[config.mk]
export PLATFORM = sky130hd
export DESIGN_NAME = decodeExecuteTop
export DESIGN_NICKNAME = d
export VERILOG_FILES = /design/src/logic/corePkg.sv /design/src/logic/isaPkg.sv /design/src/logic/decodeExecuteTop.sv /design/src/logic/executeSequencer.sv /design/src/logic/instructionDecoder.sv /design/src/logic/registerFile.sv /design/src/logic/shiftAlu.sv
export SDC_FILE = /design/constraint.sdc
export NUM_CORES = 1
export LEC_CHECK = 0
export ABC_CLOCK_PERIOD_IN_PS = 8500
export BUFFER_PORTS_ARGS = -buffer_cell sky130_fd_sc_hd__buf_2
export CAP_MARGIN = 20
export CORE_ASPECT_RATIO = 0.9
export CORE_MARGIN = 4
export CORE_UTILIZATION = 30
export CTS_CLUSTER_SIZE = 14
export DETAILED_ROUTE_END_ITERATION = 8
export GPL_TIMING_DRIVEN = 0
export PLACE_DENSITY_LB_ADDON = 0.2
export SYNTH_ARGS = -nofsm -noshare
export SYNTH_HDL_FRONTEND = slang
export SYNTH_SLANG_ARGS = --single-unit
[constraint.sdc]
create_clock -name clk -period 8.5 [get_ports clk]
set_input_delay 0.85 -clock clk [delete_from_list [all_inputs] [get_ports clk]]
set_output_delay 0.85 -clock clk [all_outputs]
set_load 0.02 [all_outputs]
[src/logic/corePkg.sv]
package corePkg;

  localparam int dataWidth = 16;
  localparam int regCount = 16;

  typedef logic [dataWidth-1:0] dataT;

  // NZCV, N on top
  typedef logic [3:0] flagsT;

  localparam int flagN = 3;
  localparam int flagZ = 2;
  localparam int flagC = 1;
  localparam int flagV = 0;

  typedef enum logic [2:0] {
    idle,           // Waiting for instrReq
    instrAckHigh,   // Instruction latched, waiting for instrReq low
    execute,        // Single commit cycle
    retireHigh,     // Record offered, waiting for retireAck
    retireRelease   // Waiting for retireAck low
  } seqStateT;

endpackage

[src/logic/isaPkg.sv]
package isaPkg;

  localparam int instrWidth = 16;
  localparam int idWidth = 7;
  localparam int regIdxWidth = 4;
  localparam int offsetWidth = 12;
  localparam int branchCondWidth = 5;

  typedef logic [instrWidth-1:0] instrT;
  typedef logic [idWidth-1:0] instrIdT;
  typedef logic [regIdxWidth-1:0] regIdxT;
  typedef logic [offsetWidth-1:0] offsetT;
  typedef logic [branchCondWidth-1:0] branchCondT;

  // Executed subset
  localparam instrIdT idLslImm = 7'd1;
  localparam instrIdT idLsrImm = 7'd2;
  localparam instrIdT idAsrImm = 7'd3;
  localparam instrIdT idAddReg = 7'd4;
  localparam instrIdT idSubReg = 7'd5;
  localparam instrIdT idAddImm3 = 7'd6;
  localparam instrIdT idSubImm3 = 7'd7;
  localparam instrIdT idMovImm = 7'd8;
  localparam instrIdT idCmpImm = 7'd9;
  localparam instrIdT idAddImm8 = 7'd10;
  localparam instrIdT idSubImm8 = 7'd11;

  // Decoded but not executed
  localparam instrIdT idBx = 7'd38;
  localparam instrIdT idSwi = 7'd72;
  localparam instrIdT idBranch = 7'd73;
  localparam instrIdT idNop = 7'd74;
  localparam instrIdT idHalt = 7'd75;
  localparam instrIdT idBxNoCond = 7'd76;   // BX with condition field 0xf
  localparam instrIdT idBiosExit = 7'd77;
  localparam instrIdT idResetWord = 7'd100;
  localparam instrIdT idUndefMisc = 7'h7a;  // Unused slots of opcode 0xb
  localparam instrIdT idUndef = 7'h7f;

  localparam instrT instrResetWord = 16'hffff;

  localparam branchCondT condAlways = 5'h0e;
  localparam branchCondT condSpecial = 5'h0f;
  localparam branchCondT condNone = 5'h1f;

  // Special registers
  localparam regIdxT regSp = 4'd13;
  localparam regIdxT regLr = 4'd14;
  localparam regIdxT regPc = 4'd15;

  localparam offsetT osStart = 12'd2048;  // OS entry point

endpackage

[src/logic/decodeExecuteTop.sv]
`timescale 1ns/1ns

module decodeExecuteTop (
  input  logic            clk,
  input  logic            reset,
  input  logic            instrReq,
  input  isaPkg::instrT   instr,
  output logic            instrAck,
  input  logic            isBios,
  input  logic            isKernel,
  output logic            retireReq,
  output isaPkg::instrIdT retireId,
  output logic            retireWrite,
  output isaPkg::regIdxT  retireReg,
  output corePkg::dataT   retireData,
  output corePkg::flagsT  retireFlags,
  input  logic            retireAck
);

  isaPkg::instrT decodeInstr;
  isaPkg::instrIdT decId;
  isaPkg::regIdxT decRegD;
  isaPkg::regIdxT decRegA;
  isaPkg::regIdxT decRegB;
  isaPkg::offsetT decOffset;
  corePkg::dataT rfDataA;
  corePkg::dataT rfDataB;
  corePkg::dataT aluResult;
  corePkg::flagsT aluNextFlags;
  logic aluWriteEn;
  logic commit;
  logic rfWriteEn;

  assign rfWriteEn = aluWriteEn & commit;

  executeSequencer u_seq (
    .clk         (clk),
    .reset       (reset),
    .instrReq    (instrReq),
    .instr       (instr),
    .retireAck   (retireAck),
    .aluId       (decId),
    .aluWrite    (aluWriteEn),
    .aluDest     (decRegD),
    .aluResult   (aluResult),
    .aluFlags    (aluNextFlags),
    .instrAck    (instrAck),
    .retireReq   (retireReq),
    .decodeInstr (decodeInstr),
    .commit      (commit),
    .retireId    (retireId),
    .retireWrite (retireWrite),
    .retireReg   (retireReg),
    .retireData  (retireData),
    .retireFlags (retireFlags)
  );

  // Branch condition is not acted on yet
  instructionDecoder u_dec (
    .instr      (decodeInstr),
    .isBios     (isBios),
    .isKernel   (isKernel),
    .id         (decId),
    .regD       (decRegD),
    .regA       (decRegA),
    .regB       (decRegB),
    .offset     (decOffset),
    .branchCond ()
  );

  registerFile u_regs (
    .clk       (clk),
    .reset     (reset),
    .readA     (decRegA),
    .readB     (decRegB),
    .writeEn   (rfWriteEn),
    .writeIdx  (decRegD),
    .writeData (aluResult),
    .dataA     (rfDataA),
    .dataB     (rfDataB)
  );

  shiftAlu u_alu (
    .clk       (clk),
    .reset     (reset),
    .commit    (commit),
    .id        (decId),
    .regD      (decRegD),
    .opA       (rfDataA),
    .opB       (rfDataB),
    .offset    (decOffset),
    .result    (aluResult),
    .writeEn   (aluWriteEn),
    .flags     (),
    .nextFlags (aluNextFlags)
  );

endmodule

[src/logic/executeSequencer.sv]
`timescale 1ns/1ns

module executeSequencer (
  input  logic            clk,
  input  logic            reset,
  input  logic            instrReq,
  input  isaPkg::instrT   instr,
  input  logic            retireAck,
  input  isaPkg::instrIdT aluId,
  input  logic            aluWrite,
  input  isaPkg::regIdxT  aluDest,
  input  corePkg::dataT   aluResult,
  input  corePkg::flagsT  aluFlags,
  output logic            instrAck,
  output logic            retireReq,
  output isaPkg::instrT   decodeInstr,
  output logic            commit,
  output isaPkg::instrIdT retireId,
  output logic            retireWrite,
  output isaPkg::regIdxT  retireReg,
  output corePkg::dataT   retireData,
  output corePkg::flagsT  retireFlags
);

  corePkg::seqStateT state;
  isaPkg::instrT instrReg;

  assign decodeInstr = instrReg;
  assign commit = (state == corePkg::execute);

  always_ff @(posedge clk) begin
    if (reset) begin
      state <= corePkg::idle;
      instrAck <= 1'b0;
      retireReq <= 1'b0;
    end else begin
      case (state)
        corePkg::idle: begin
          if (instrReq) begin
            instrAck <= 1'b1;
            state <= corePkg::instrAckHigh;
          end
        end
        corePkg::instrAckHigh: begin
          if (!instrReq) begin
            instrAck <= 1'b0;
            state <= corePkg::execute;
          end
        end
        corePkg::execute: begin
          retireReq <= 1'b1;  // Same edge as the commit
          state <= corePkg::retireHigh;
        end
        corePkg::retireHigh: begin
          if (retireAck) begin
            retireReq <= 1'b0;
            state <= corePkg::retireRelease;
          end
        end
        corePkg::retireRelease: begin
          if (!retireAck) begin
            state <= corePkg::idle;
          end
        end
        default: state <= corePkg::idle;
      endcase
    end
  end

  // Captured on acceptance, stable until the next one
  always_ff @(posedge clk) begin
    if (state == corePkg::idle && instrReq) begin
      instrReg <= instr;
    end
  end

  always_ff @(posedge clk) begin
    if (reset) begin
      retireId <= '0;
      retireWrite <= 1'b0;
      retireReg <= '0;
      retireData <= '0;
      retireFlags <= '0;
    end else if (commit) begin
      retireId <= aluId;
      retireWrite <= aluWrite;
      retireReg <= aluDest;
      retireData <= aluResult;
      retireFlags <= aluFlags;
    end
  end

  ackExclusive: assert property (@(posedge clk) disable iff (reset) !(instrAck && retireReq))
    else $error("instrAck and retireReq high together");

  commitPulse: assert property (@(posedge clk) disable iff (reset)
    commit |=> !commit && retireReq)
    else $error("Commit longer than one cycle or retireReq missing");

endmodule

[src/logic/instructionDecoder.sv]
`timescale 1ns/1ns

module instructionDecoder (
  input  isaPkg::instrT      instr,
  input  logic               isBios,
  input  logic               isKernel,
  output isaPkg::instrIdT    id,
  output isaPkg::regIdxT     regD,
  output isaPkg::regIdxT     regA,
  output isaPkg::regIdxT     regB,
  output isaPkg::offsetT     offset,
  output isaPkg::branchCondT branchCond
);

  logic [3:0] opcode;
  logic [1:0] funct1;
  isaPkg::regIdxT fieldLo;   // Bits 2:0
  isaPkg::regIdxT fieldMid;  // Bits 5:3
  isaPkg::regIdxT fieldSrc;  // Bits 8:6
  isaPkg::regIdxT fieldUp;   // Bits 10:8
  isaPkg::offsetT imm3;
  isaPkg::offsetT imm5;
  isaPkg::offsetT imm8;

  assign opcode = instr[15:12];
  assign funct1 = instr[7:6];
  assign fieldLo = isaPkg::regIdxT'(instr[2:0]);
  assign fieldMid = isaPkg::regIdxT'(instr[5:3]);
  assign fieldSrc = isaPkg::regIdxT'(instr[8:6]);
  assign fieldUp = isaPkg::regIdxT'(instr[10:8]);
  assign imm3 = isaPkg::offsetT'(instr[8:6]);
  assign imm5 = isaPkg::offsetT'(instr[10:6]);
  assign imm8 = isaPkg::offsetT'(instr[7:0]);

  always_comb begin
    id = isaPkg::idUndef;
    regD = '0;
    regA = '0;
    regB = '0;
    offset = '0;
    branchCond = isaPkg::condNone;
    case (opcode)
      4'h0: begin // LSL and LSR by immediate
        id = instr[11] ? isaPkg::idLsrImm : isaPkg::idLslImm;
        regD = fieldLo;
        regA = fieldMid;
        offset = imm5;
      end
      4'h1: begin
        regD = fieldLo;
        regA = fieldMid;
        if (!instr[11]) begin
          id = isaPkg::idAsrImm;
          offset = imm5;
        end else begin
          case (instr[10:9])
            2'd0: begin
              id = isaPkg::idAddReg;
              regB = fieldSrc;
            end
            2'd1: begin
              id = isaPkg::idSubReg;
              regB = fieldSrc;
            end
            2'd2: begin
              id = isaPkg::idAddImm3;
              offset = imm3;
            end
            default: begin
              id = isaPkg::idSubImm3;
              offset = imm3;
            end
          endcase
        end
      end
      4'h2, 4'h3: begin // MOV, CMP, ADD, SUB with 8-bit immediate
        regD = fieldUp;
        regA = fieldUp;
        offset = imm8;
        case (instr[12:11])
          2'd0: id = isaPkg::idMovImm;
          2'd1: id = isaPkg::idCmpImm;
          2'd2: id = isaPkg::idAddImm8;
          default: id = isaPkg::idSubImm8;
        endcase
      end
      4'h4: begin
        if (instr[11]) begin // PC-relative load
          id = 7'h27;
          regD = fieldUp;
          regA = isaPkg::regPc;
          regB = fieldUp;
          offset = imm8;
        end else begin
          regD = fieldLo;
          regA = fieldLo;
          regB = fieldMid;
          case (instr[10:8])
            3'd4: begin // Hi register forms with IDs 28 to 30
              case (funct1)
                2'd1: begin
                  id = 7'h1c;
                  regB[3] = 1'b1;
                end
                2'd2: begin
                  id = 7'h1d;
                  regD[3] = 1'b1;
                  regA[3] = 1'b1;
                end
                2'd3: begin
                  id = 7'h1e;
                  regD[3] = 1'b1;
                  regA[3] = 1'b1;
                  regB[3] = 1'b1;
                end
                default: id = 7'h0c;
              endcase
            end
            3'd5: begin // IDs 31 to 33
              case (funct1)
                2'd1: begin
                  id = 7'h1f;
                  regB[3] = 1'b1;
                end
                2'd2, 2'd3: begin
                  id = funct1[0] ? 7'h21 : 7'h20;
                  regD[3] = 1'b1;
                  regA[3] = 1'b1;
                end
                default: id = 7'h0c;
              endcase
            end
            3'd6: begin // IDs 34 to 37
              id = 7'h22 + funct1;
              regB[3] = funct1[0];
              regD[3] = funct1[1];
              regA[3] = funct1[1];
            end
            3'd7: begin // BX
              branchCond = {1'b0, instr[7:4]};
              id = (branchCond == isaPkg::condSpecial) ? isaPkg::idBxNoCond : isaPkg::idBx;
              regA = isaPkg::regPc;
              regB = fieldLo;
            end
            default: id = 7'h0c + {instr[9:8], funct1}; // Register ALU ops with IDs 12 to 27
          endcase
        end
      end
      4'h5: begin // Register offset load and store
        id = 7'h28 + instr[11:9];
        regD = fieldLo;
        regA = fieldMid;
        regB = fieldSrc;
      end
      4'h6, 4'h7, 4'h8: begin // Immediate offset load and store
        regD = fieldLo;
        regA = fieldMid;
        offset = imm5;
        case (opcode)
          4'h6: id = instr[11] ? 7'h31 : 7'h30;
          4'h7: id = instr[11] ? 7'h33 : 7'h32;
          default: id = instr[11] ? 7'h35 : 7'h34;
        endcase
      end
      4'h9: begin
        id = instr[11] ? 7'h37 : 7'h36;
        regD = fieldUp;
        regA = isaPkg::regLr;
        offset = imm8;
      end
      4'ha: begin
        id = instr[11] ? 7'h39 : 7'h38;
        regD = fieldUp;
        regA = instr[11] ? isaPkg::regLr : isaPkg::regPc;
        offset = imm8;
      end
      4'hb: begin // Miscellaneous group with IDs 58 to 71
        case (instr[11:8])
          4'h0: id = 7'h3a;
          4'h2, 4'ha: begin
            id = (instr[11] ? 7'h3f : 7'h3b) + funct1;
            regD = fieldLo;
            regB = fieldMid;
          end
          4'h4, 4'hd: begin
            id = instr[11] ? 7'h44 : 7'h43;
            regD = fieldLo;
          end
          4'he: begin
            case (funct1)
              2'd0, 2'd2: begin // OUTPUT and INPUT
                id = funct1[1] ? 7'h47 : 7'h45;
                regD = fieldLo;
              end
              2'd1: id = 7'h46; // PAUSE
              default: id = isaPkg::idUndefMisc;
            endcase
          end
          default: id = isaPkg::idUndefMisc;
        endcase
      end
      4'hc: begin // SWI enters the OS unless already in kernel
        id = isaPkg::idSwi;
        offset = isKernel ? '0 : isaPkg::osStart;
        regB = isaPkg::regSp;
        branchCond = isaPkg::condAlways;
      end
      4'hd: begin
        id = isaPkg::idBranch;
        branchCond = {1'b0, instr[11:8]};
        offset = imm8;
        regA = isaPkg::regPc;
      end
      4'he: begin
        id = instr[11] ? isaPkg::idHalt : isaPkg::idNop;
        if (id == isaPkg::idHalt && isBios) begin // BIOS halt hands over to the OS
          id = isaPkg::idBiosExit;
          branchCond = isaPkg::condSpecial;
          offset = isaPkg::osStart;
          regA = isaPkg::regPc;
        end
      end
      default: id = (instr == isaPkg::instrResetWord) ? isaPkg::idResetWord : isaPkg::idUndef;
    endcase
  end

endmodule

[src/logic/registerFile.sv]
`timescale 1ns/1ns

module registerFile (
  input  logic           clk,
  input  logic           reset,
  input  isaPkg::regIdxT readA,
  input  isaPkg::regIdxT readB,
  input  logic           writeEn,
  input  isaPkg::regIdxT writeIdx,
  input  corePkg::dataT  writeData,
  output corePkg::dataT  dataA,
  output corePkg::dataT  dataB
);

  corePkg::dataT regs [corePkg::regCount];

  // No bypass, the write lands after the read has been used
  assign dataA = regs[readA];
  assign dataB = regs[readB];

  always_ff @(posedge clk) begin
    if (reset) begin
      for (int i = 0; i < corePkg::regCount; i++) begin
        regs[i] <= '0;
      end
    end else if (writeEn) begin
      regs[writeIdx] <= writeData;
    end
  end

endmodule

[src/logic/shiftAlu.sv]
`timescale 1ns/1ns

module shiftAlu (
  input  logic            clk,
  input  logic            reset,
  input  logic            commit,
  input  isaPkg::instrIdT id,
  input  isaPkg::regIdxT  regD,
  input  corePkg::dataT   opA,
  input  corePkg::dataT   opB,
  input  isaPkg::offsetT  offset,
  output corePkg::dataT   result,
  output logic            writeEn,
  output corePkg::flagsT  flags,
  output corePkg::flagsT  nextFlags
);

  localparam int msb = corePkg::dataWidth - 1;

  corePkg::dataT immData;
  corePkg::dataT addB;
  corePkg::dataT addOp;
  corePkg::dataT sum;
  logic carry;
  logic isSub;
  logic doArith;
  logic setNz;
  logic [4:0] shamt;

  assign immData = corePkg::dataT'(offset);
  assign shamt = offset[4:0];

  always_comb begin
    addB = opB;
    isSub = 1'b0;
    doArith = 1'b0;
    setNz = 1'b1;
    writeEn = 1'b1;
    result = '0;
    case (id)
      isaPkg::idLslImm: result = opA << shamt;  // 16 and up clears
      isaPkg::idLsrImm: result = opA >> shamt;
      isaPkg::idAsrImm: result = corePkg::dataT'($signed(opA) >>> shamt);  // Sign fill
      isaPkg::idAddReg: doArith = 1'b1;
      isaPkg::idSubReg: begin
        doArith = 1'b1;
        isSub = 1'b1;
      end
      isaPkg::idAddImm3, isaPkg::idAddImm8: begin
        addB = immData;
        doArith = 1'b1;
      end
      isaPkg::idSubImm3, isaPkg::idSubImm8: begin
        addB = immData;
        doArith = 1'b1;
        isSub = 1'b1;
      end
      isaPkg::idMovImm: result = immData;
      isaPkg::idCmpImm: begin
        addB = immData;
        doArith = 1'b1;
        isSub = 1'b1;
        writeEn = 1'b0;  // Flags only
      end
      default: begin
        setNz = 1'b0;
        writeEn = 1'b0;
      end
    endcase
    addOp = isSub ? ~addB : addB;  // Subtract as A + ~B + 1
    {carry, sum} = {1'b0, opA} + {1'b0, addOp} + {{corePkg::dataWidth{1'b0}}, isSub};
    if (doArith) begin
      result = sum;
    end
  end

  always_comb begin
    nextFlags = flags;
    if (setNz) begin
      nextFlags[corePkg::flagN] = result[msb];
      nextFlags[corePkg::flagZ] = (result == '0);
    end
    if (doArith) begin
      nextFlags[corePkg::flagC] = carry;  // No borrow on subtract
      nextFlags[corePkg::flagV] = (opA[msb] == addOp[msb]) && (sum[msb] != opA[msb]);
    end
  end

  always_ff @(posedge clk) begin
    if (reset) begin
      flags <= '0;
    end else if (commit) begin
      flags <= nextFlags;
    end
  end

  // Executed forms only encode r0 to r7 as destination
  lowDest: assert property (@(posedge clk) disable iff (reset)
    commit && writeEn |-> !regD[isaPkg::regIdxWidth-1])
    else $error("Write-back to a high register");

endmodule

==> results of run 1 <==
==> registers in the layout, summed over array words and instances, names as in the netlist <==
register / count
u_seq.decodeInstr: 16
u_seq.retireReq: 1
u_regs.regs: 256
u_seq.instrAck: 1
u_seq.retireId: 7
u_alu.flags: 4
u_seq.retireReg: 4
u_seq.state: 3
u_seq.retireData: 16
u_seq.retireWrite: 1
==> worst register-to-register path, delay by kind of cell, from the launching register on <==
family / cells / cell delay, ns
AO/OA/AOI/OAI: 12 / 2.47
XOR/XNOR: 2 / 0.28
adder cells (fa/ha/maj): 2 / 0.73
buffers and inverters: 5 / 1.71
flip-flops: 1 / 0.56
AND/OR/NAND/NOR: 9 / 2.45
==> routing by layer <==
layer / share of wire / GRT usage
met1: 0.40 / 0.379
met2: 0.44 / 0.452
met3: 0.098 / 0.0599
met4: 0.064 / 0.151
met5: 0.00012 / 0
==> worst max-delay path by stage <==
stage,start,end,slack (ns)
2_1_floorplan,u_seq.decodeInstr[8]$_DFFE_PP_,u_alu.flags[2]$_SDFFE_PP0P_,2.09
3_3_place_gp,u_seq.decodeInstr[9]$_DFFE_PP_,u_alu.flags[2]$_SDFFE_PP0P_,-0.99
3_5_place_dp,u_seq.decodeInstr[8]$_DFFE_PP_,u_alu.flags[2]$_SDFFE_PP0P_,-0.95
4_1_cts,u_seq.decodeInstr[12]$_DFFE_PP_,u_alu.flags[2]$_SDFFE_PP0P_,0.0006
5_1_grt,u_seq.decodeInstr[9]$_DFFE_PP_,u_alu.flags[2]$_SDFFE_PP0P_,0.03
6_report,u_seq.decodeInstr[9]$_DFFE_PP_,u_alu.flags[2]$_SDFFE_PP0P_,0.24
==> layout make-up <==
| cell class | count | area share |
|---|---|---|
| antenna | 2 | 0.000205 |
| buffer | 198 | 0.0383 |
| clock buffer | 42 | 0.0378 |
| clock inverter | 24 | 0.00942 |
| inverter | 56 | 0.00871 |
| multi-input combinational | 1868 | 0.473 |
| sequential | 309 | 0.365 |
| tap | 930 | 0.0476 |
| timing repair buffer | 78 | 0.0203 |
==> cell families after synthesis <==
kind of cell,Yosys count,synth area share
AO/OA/AOI/OAI,684,0.242
XOR/XNOR,20,0.00834
adder cells (fa/ha/maj),29,0.0176
buffers and inverters,260,0.0540
flip-flops,309,0.424
multiplexers,89,0.0461
other,1,0.000179
AND/OR/NAND/NOR,918,0.208
==> layout by cell type (no fill, tap or decap), drive strengths merged, types with 17 or more instances in the layout <==
cell and instances:
a211oi 122, a21oi 96, a22oi 21, a311oi 47, a31oi 59, and2 47
and3 18, buf 153, clkbuf 164, clkinv 17, conb 128, dfxtp 37
edfxtp 272, ha 28, inv 59, mux2 42, mux2i 45, nand2 321
nand2b 25, nand3 84, nor2 252, nor3 56, nor4 17, o211ai 61
o21ai 63, o41ai 19
==> metrics by stage <==
stage,area (um2),hold WS (ns)
2_1_floorplan,21500,0.530
3_3_place_gp,22900,0.440
3_5_place_dp,23100,0.447
4_1_cts,24300,0.408
5_1_grt,24400,0.417
6_report,24400,0.439
==> power breakdown <==
| group | internal, mW | switching, mW |
|---|---|---|
| registers | 1.74 | 0.0662 |
| clock network | 0.856 | 0.704 |
| logic | 0.581 | 1.42 |
==> repair_timing <==
| item | CTS | global route |
|---|---|---|
| hold buffers | 0 | 0 |
| pin swaps | 0 | 3 |
| buffers inserted | 0 | 7 |
| hold endpoints to repair | 0 | 0 |
| endpoints found under the setup margin | 92 | 57 |
| gates resized for setup | 17 | 40 |
| cloned | 0 | 0 |
==> impl_metrics.yaml, run 1 <==
critical_path:
  start_kind: "flip-flop"
  rr_startpoint: "u_seq.decodeInstr[9]$_DFFE_PP_"
  crit_slowest_cell: "edfxtp_1"
  crit_path_max_fanout: 10
  arrival_ns: 8.79
  reg2reg_slack_ns: 0.24
  required_ns: 9.02
  max_stage_delay_ns: 0.56
  critPathTopFamily: "compound AO/OA/AOI/OAI gates"
  cp.depth: 30
  rr_worst_depth: 30
  critPathKind: "flip-flop to flip-flop"
  endpoint_kind: "flip-flop"
  critPathBufInv: 5
  r2r_end: "u_alu.flags[2]$_SDFFE_PP0P_"
run:
  drv_cap: 0
die:
  fp.dieH_um: 259
  num_io_pins: 56
  rows: 91
  start_util: 0.305
  die_x_um: 287
  core-area_mm2: 0.0689
  dieArea_mm2: 0.0743
synthesis:
  synth.area.top_cells: "edfxtp_1 39%, nand2_1 5.7%, nor2_1 4.5%"
  synth.most_common_cell: "nand2_1"
  yosysUniqueCellTypes: 109
  synth-seq-cells: 309
  avgSynthCellArea_um2: 9.09
  ys.flop_type: "edfxtp_1"
  synth_top_area_cell: "edfxtp_1"
  yosys-top-cells-count: "321 x nand2_1, 272 x edfxtp_1, 251 x nor2_1"
  syn_inst: 2310
  synth_area_mm2: 0.0210
  synth_seq_area_share: 0.424
  synth_top_area_frac: 0.389
  synth_edf_count: 272
  yosysWarnings: 0
  async_reset_ff_frac: 0
placement:
  dp_cells: 3435
  dp_hpwl_mm: 85.1
  place_ws_ns: -0.954
  numPortBuffers: 53
  place_congestion: 1.04
layout:
  drive_gt1_frac: 0.123
  area_growth_pct: 16.3
  multiInputGateArea_mm2: 0.0116
  nNetsFinal: 2598
  ff_latch_area_mm2: 0.00891
  final_cells: 3507
  post-route-util: 0.355
  fill_cells: 7138
timing:
  setup_violations: 0
  grt_setup_unrepaired: "false"
  setup_tns_ns: 0
  report.final.hold_viol_count: 0
  setup_slack_ns: 0.237
  maxSlewViolCount: 0
  worst_slew_pin_slew_ns: 1.17
  timing.slew.headroom: 0.215
  fin_crit_ns: 8.26
  clock_skew_ns: 0.0374
  fin_crit_sh: 0.972
  fmax_mhz: 121
clock_network:
  clk_latency_ns: 0.61
  root_buffer: "clkbuf_16"
  clock_path_buffers: 3
  clock-sinks: 309
  cts.clk_slew.worst_paths_ns: 0.07
  cts_buffers: 36
  cts_tree: "done"
  htreeDepth: 2
routing:
  drt_iter0_markers: 3227
  drc: 0
  dr.pass1.iters: 6
  ant_nets: 0
  drt_wl_total_mm: 111
  via_per_inst: 6.13
  vias: 21500
  wire_per_inst_um: 31.7
global_routing:
  grt_pass1_vias: 20100
  grt_max_degree: 17
  overflow: 0
  antenna_found_initial: 2
  grt_pass1_wl_mm: 154
  track_usage: 0.290
power_and_ir_drop:
  power.leakage_nw: 8.76
  ir_worst_vdd_v: 0.000148
  power.total_mw: 5.37
  power.density_mw_per_mm2: 220
hold_path:
  holdPathEnd: "u_seq.decodeInstr[6]$_DFFE_PP_"
  hold_depth: 1
  hold_class: "input pin to flip-flop"
  hold_path.startpoint: "instr[6]"
status:
  status: "completed"
(Power assumes the default switching activity.)
==> inputs of run 2 (changes only) <==
Settings changed: ABC_CLOCK_PERIOD_IN_PS 8500 to 9200.
Clock period 8.5 ns to 9.2 ns, I/O delays scaled along.
==> run 2 against run 1 <==
  * Global-route usage is essentially flat
  * Final cell count is the same
  * Wire length grew 0.32%
  * Clock skew is essentially flat
  * Non-clock buffer count grew 1
  * Sequential power shrank 8%
  * Via count is essentially flat
==> impl_metrics.yaml, run 2 (synthesis gave the netlist of run 1 again) <==
timing:
  grt_setup_unrepaired: "false"
  timing.slew.headroom: 0.252
  clock_skew_ns: 0.0376
  maxSlewViolCount: 0
  fin_crit_ns: 9.05
  fmax_mhz: 110
  timing.hold.ws_ns: 0.450
  setup_violations: 0
  worst_slew_pin_slew_ns: 1.11
  report.final.hold_viol_count: 0
  fin_crit_sh: 0.984
power_and_ir_drop:
  pwr-share-comb: 0.373
  p_int_mw: 2.94
  ir_worst_vdd_v: 0.000137
  switchingPower_mw: 2.03
  power_frac_clock: 0.290
  power_frac_seq: 0.337
  power.density_mw_per_mm2: 204
  power.total_mw: 4.97
  p_sw_frac: 0.408
  power.leakage_nw: 8.68
routing:
  wire_per_inst_um: 31.8
  drc: 0
  via_per_inst: 6.13
  ant_nets: 0
  drt_iter0_markers: 3086
  dr.pass1.iters: 8
  vias: 21500
  drt_wl_total_mm: 111
clock_network:
  clock_path_buffers: 3
  cts_setup_buffers: 0
  cts_tree: "done"
  clk_latency_ns: 0.61
  root_buffer: "clkbuf_16"
  cts_hold_buf: 0
  cts.clk_slew.worst_paths_ns: 0.06
  cts_buffers: 36
  clock-sinks: 309
  htreeDepth: 2
placement:
  dp_hpwl_mm: 85.1
  numPortBuffers: 53
  place_congestion: 1.04
  place_area_mm2: 0.0231
critical_path:
  start_kind: "flip-flop"
  rr_startpoint: "u_seq.decodeInstr[8]$_DFFE_PP_"
  arrival_ns: 9.58
  reg2reg_slack_ns: 0.15
  crit_path_max_fanout: 10
  rr_worst_depth: 27
  critPathKind: "flip-flop to flip-flop"
  endpoint_kind: "flip-flop"
  required_ns: 9.73
  r2r_end: "u_alu.flags[2]$_SDFFE_PP0P_"
status:
  status: "completed"
die:
  die_x_um: 287
  start_util: 0.305
  num_io_pins: 56
  dieArea_mm2: 0.0743
  core-area_mm2: 0.0689
  fp.dieH_um: 259
  rows: 91
layout:
  drive_gt1_frac: 0.111
  post-route-util: 0.354
  fill_cells: 7145
  largest_reg_flops: 256
  ff_latch_area_mm2: 0.00891
  nNetsFinal: 2599
  final_common_cell: "nand2_1"
  final_cell_mix: "321 x nand2_1, 272 x edfxtp_1, 251 x nor2_1"
  multiInputGateArea_mm2: 0.0115
  regMostFlops: "u_regs.regs"
  area_growth_pct: 16.0
  post-route-cell-area_mm2: 0.0244
global_routing:
  grt_pass1_vias: 20100
  track_usage: 0.290
  grt_pass1_wl_mm: 153
  grt_max_degree: 17
  antenna_found_initial: 4
  overflow: 0
hold_path:
  holdPathEnd: "u_seq.retireReg[3]$_SDFFE_PP0P_"
  hold_class: "flip-flop to flip-flop"
  hold_depth: 2
  hold_path.startpoint: "u_seq.retireReg[3]$_SDFFE_PP0P_"
run:
  drv_cap: 0
-- run 2: changes by cell type in the layout (fill, tap and decap cells not counted), sizes merged --
| cell | previous run | this run |
|---|---|---|
| clkbuf | 164 | 165 |
| clkdlybuf4s15 | 1 | 3 |
| buf | 153 | 151 |
| diode | 2 | 1 |
-- run 2: layer usage --
| layer | GRT usage | vias to the layer above | part of all wire |
|---|---|---|---|
| li1 | - | 9189 | - |
| met2 | 0.450 | 1445 | 0.43 |
| met3 | 0.0594 | 358 | 0.097 |
| met5 | 0 | - | 0.00037 |
| met4 | 0.152 | 6 | 0.067 |
| met1 | 0.380 | 10500 | 0.40 |
-- run 2: worst max-delay path: stages, from the launching register on --
cell             delay (ns)
edfxtp_1               0.62
ha_1                   0.26
clkbuf_1               0.50
nand4b_1               0.18
a21oi_1                0.30
a2111o_1               0.17
clkbuf_1               0.56
clkbuf_1               0.50
clkdlybuf4s15_1        0.88
nand2_1                0.11
a311oi_1               0.69
a211oi_1               0.10
nor3_1                 0.78
a31oi_1                0.12
xnor2_1                0.20
ha_1                   0.45
nor2_1                 0.08
a21oi_1                0.35
a211oi_1               0.15
nor3_1                 0.36
xor2_1                 0.12
nand2_1                0.11
o2111ai_1              0.12
nor4_1                 0.52
and4_1                 0.27
and4_1                 0.18
and4_1                 0.20
a32o_1                 0.11
-- run 2: worst max path at each step --
stage                                         from                     endpoint  slack, ns  cells after the start
finish              u_seq.decodeInstr[8]$_DFFE_PP_  u_alu.flags[2]$_SDFFE_PP0P_       0.15                     27
global route        u_seq.decodeInstr[8]$_DFFE_PP_  u_alu.flags[2]$_SDFFE_PP0P_       0.04                     30
CTS                 u_seq.decodeInstr[8]$_DFFE_PP_  u_alu.flags[2]$_SDFFE_PP0P_       0.06                     29
detailed placement  u_seq.decodeInstr[8]$_DFFE_PP_  u_alu.flags[2]$_SDFFE_PP0P_      -0.25                     29
global placement    u_seq.decodeInstr[9]$_DFFE_PP_  u_alu.flags[2]$_SDFFE_PP0P_      -0.29                     27
floorplan           u_seq.decodeInstr[8]$_DFFE_PP_  u_alu.flags[2]$_SDFFE_PP0P_       2.79                     28
-- run 2: metrics by stage --
step                      cells  worst slack (ns)  TNS (ns)
after detailed placement   3435            -0.254     -1.47
after global routing       3507            0.0369         0
final                      3507             0.146         0
after CTS                  3501            0.0627         0
after global placement     3420            -0.287     -1.81
after floorplan            2437              2.79         0
-- run 2: layout make-up --
| cell class | instances | share of cell area |
|---|---|---|
| antenna | 1 | 0.000103 |
| buffer | 204 | 0.0389 |
| clock buffer | 42 | 0.0379 |
| clock inverter | 24 | 0.00945 |
| inverter | 56 | 0.00873 |
| multi-input combinational | 1868 | 0.472 |
| sequential | 309 | 0.366 |
| tap | 930 | 0.0478 |
| timing repair buffer | 73 | 0.0194 |
-- run 2: repair_timing --
item,in CTS,in global routing
cloned,0,0
setup endpoints to repair,14,28
gates resized for setup,1,24
-- run 2: power by group through the flow --
stage	Combinational (mW)	Sequential, mW	Clock, mW
6_report	1.85	1.67	1.44
5_1_grt	1.92	1.68	1.52
4_1_cts	1.76	1.67	1.47
3_5_place_dp	1.75	1.70	0
3_3_place_gp	1.75	1.70	0
2_1_floorplan	1.07	1.68	0
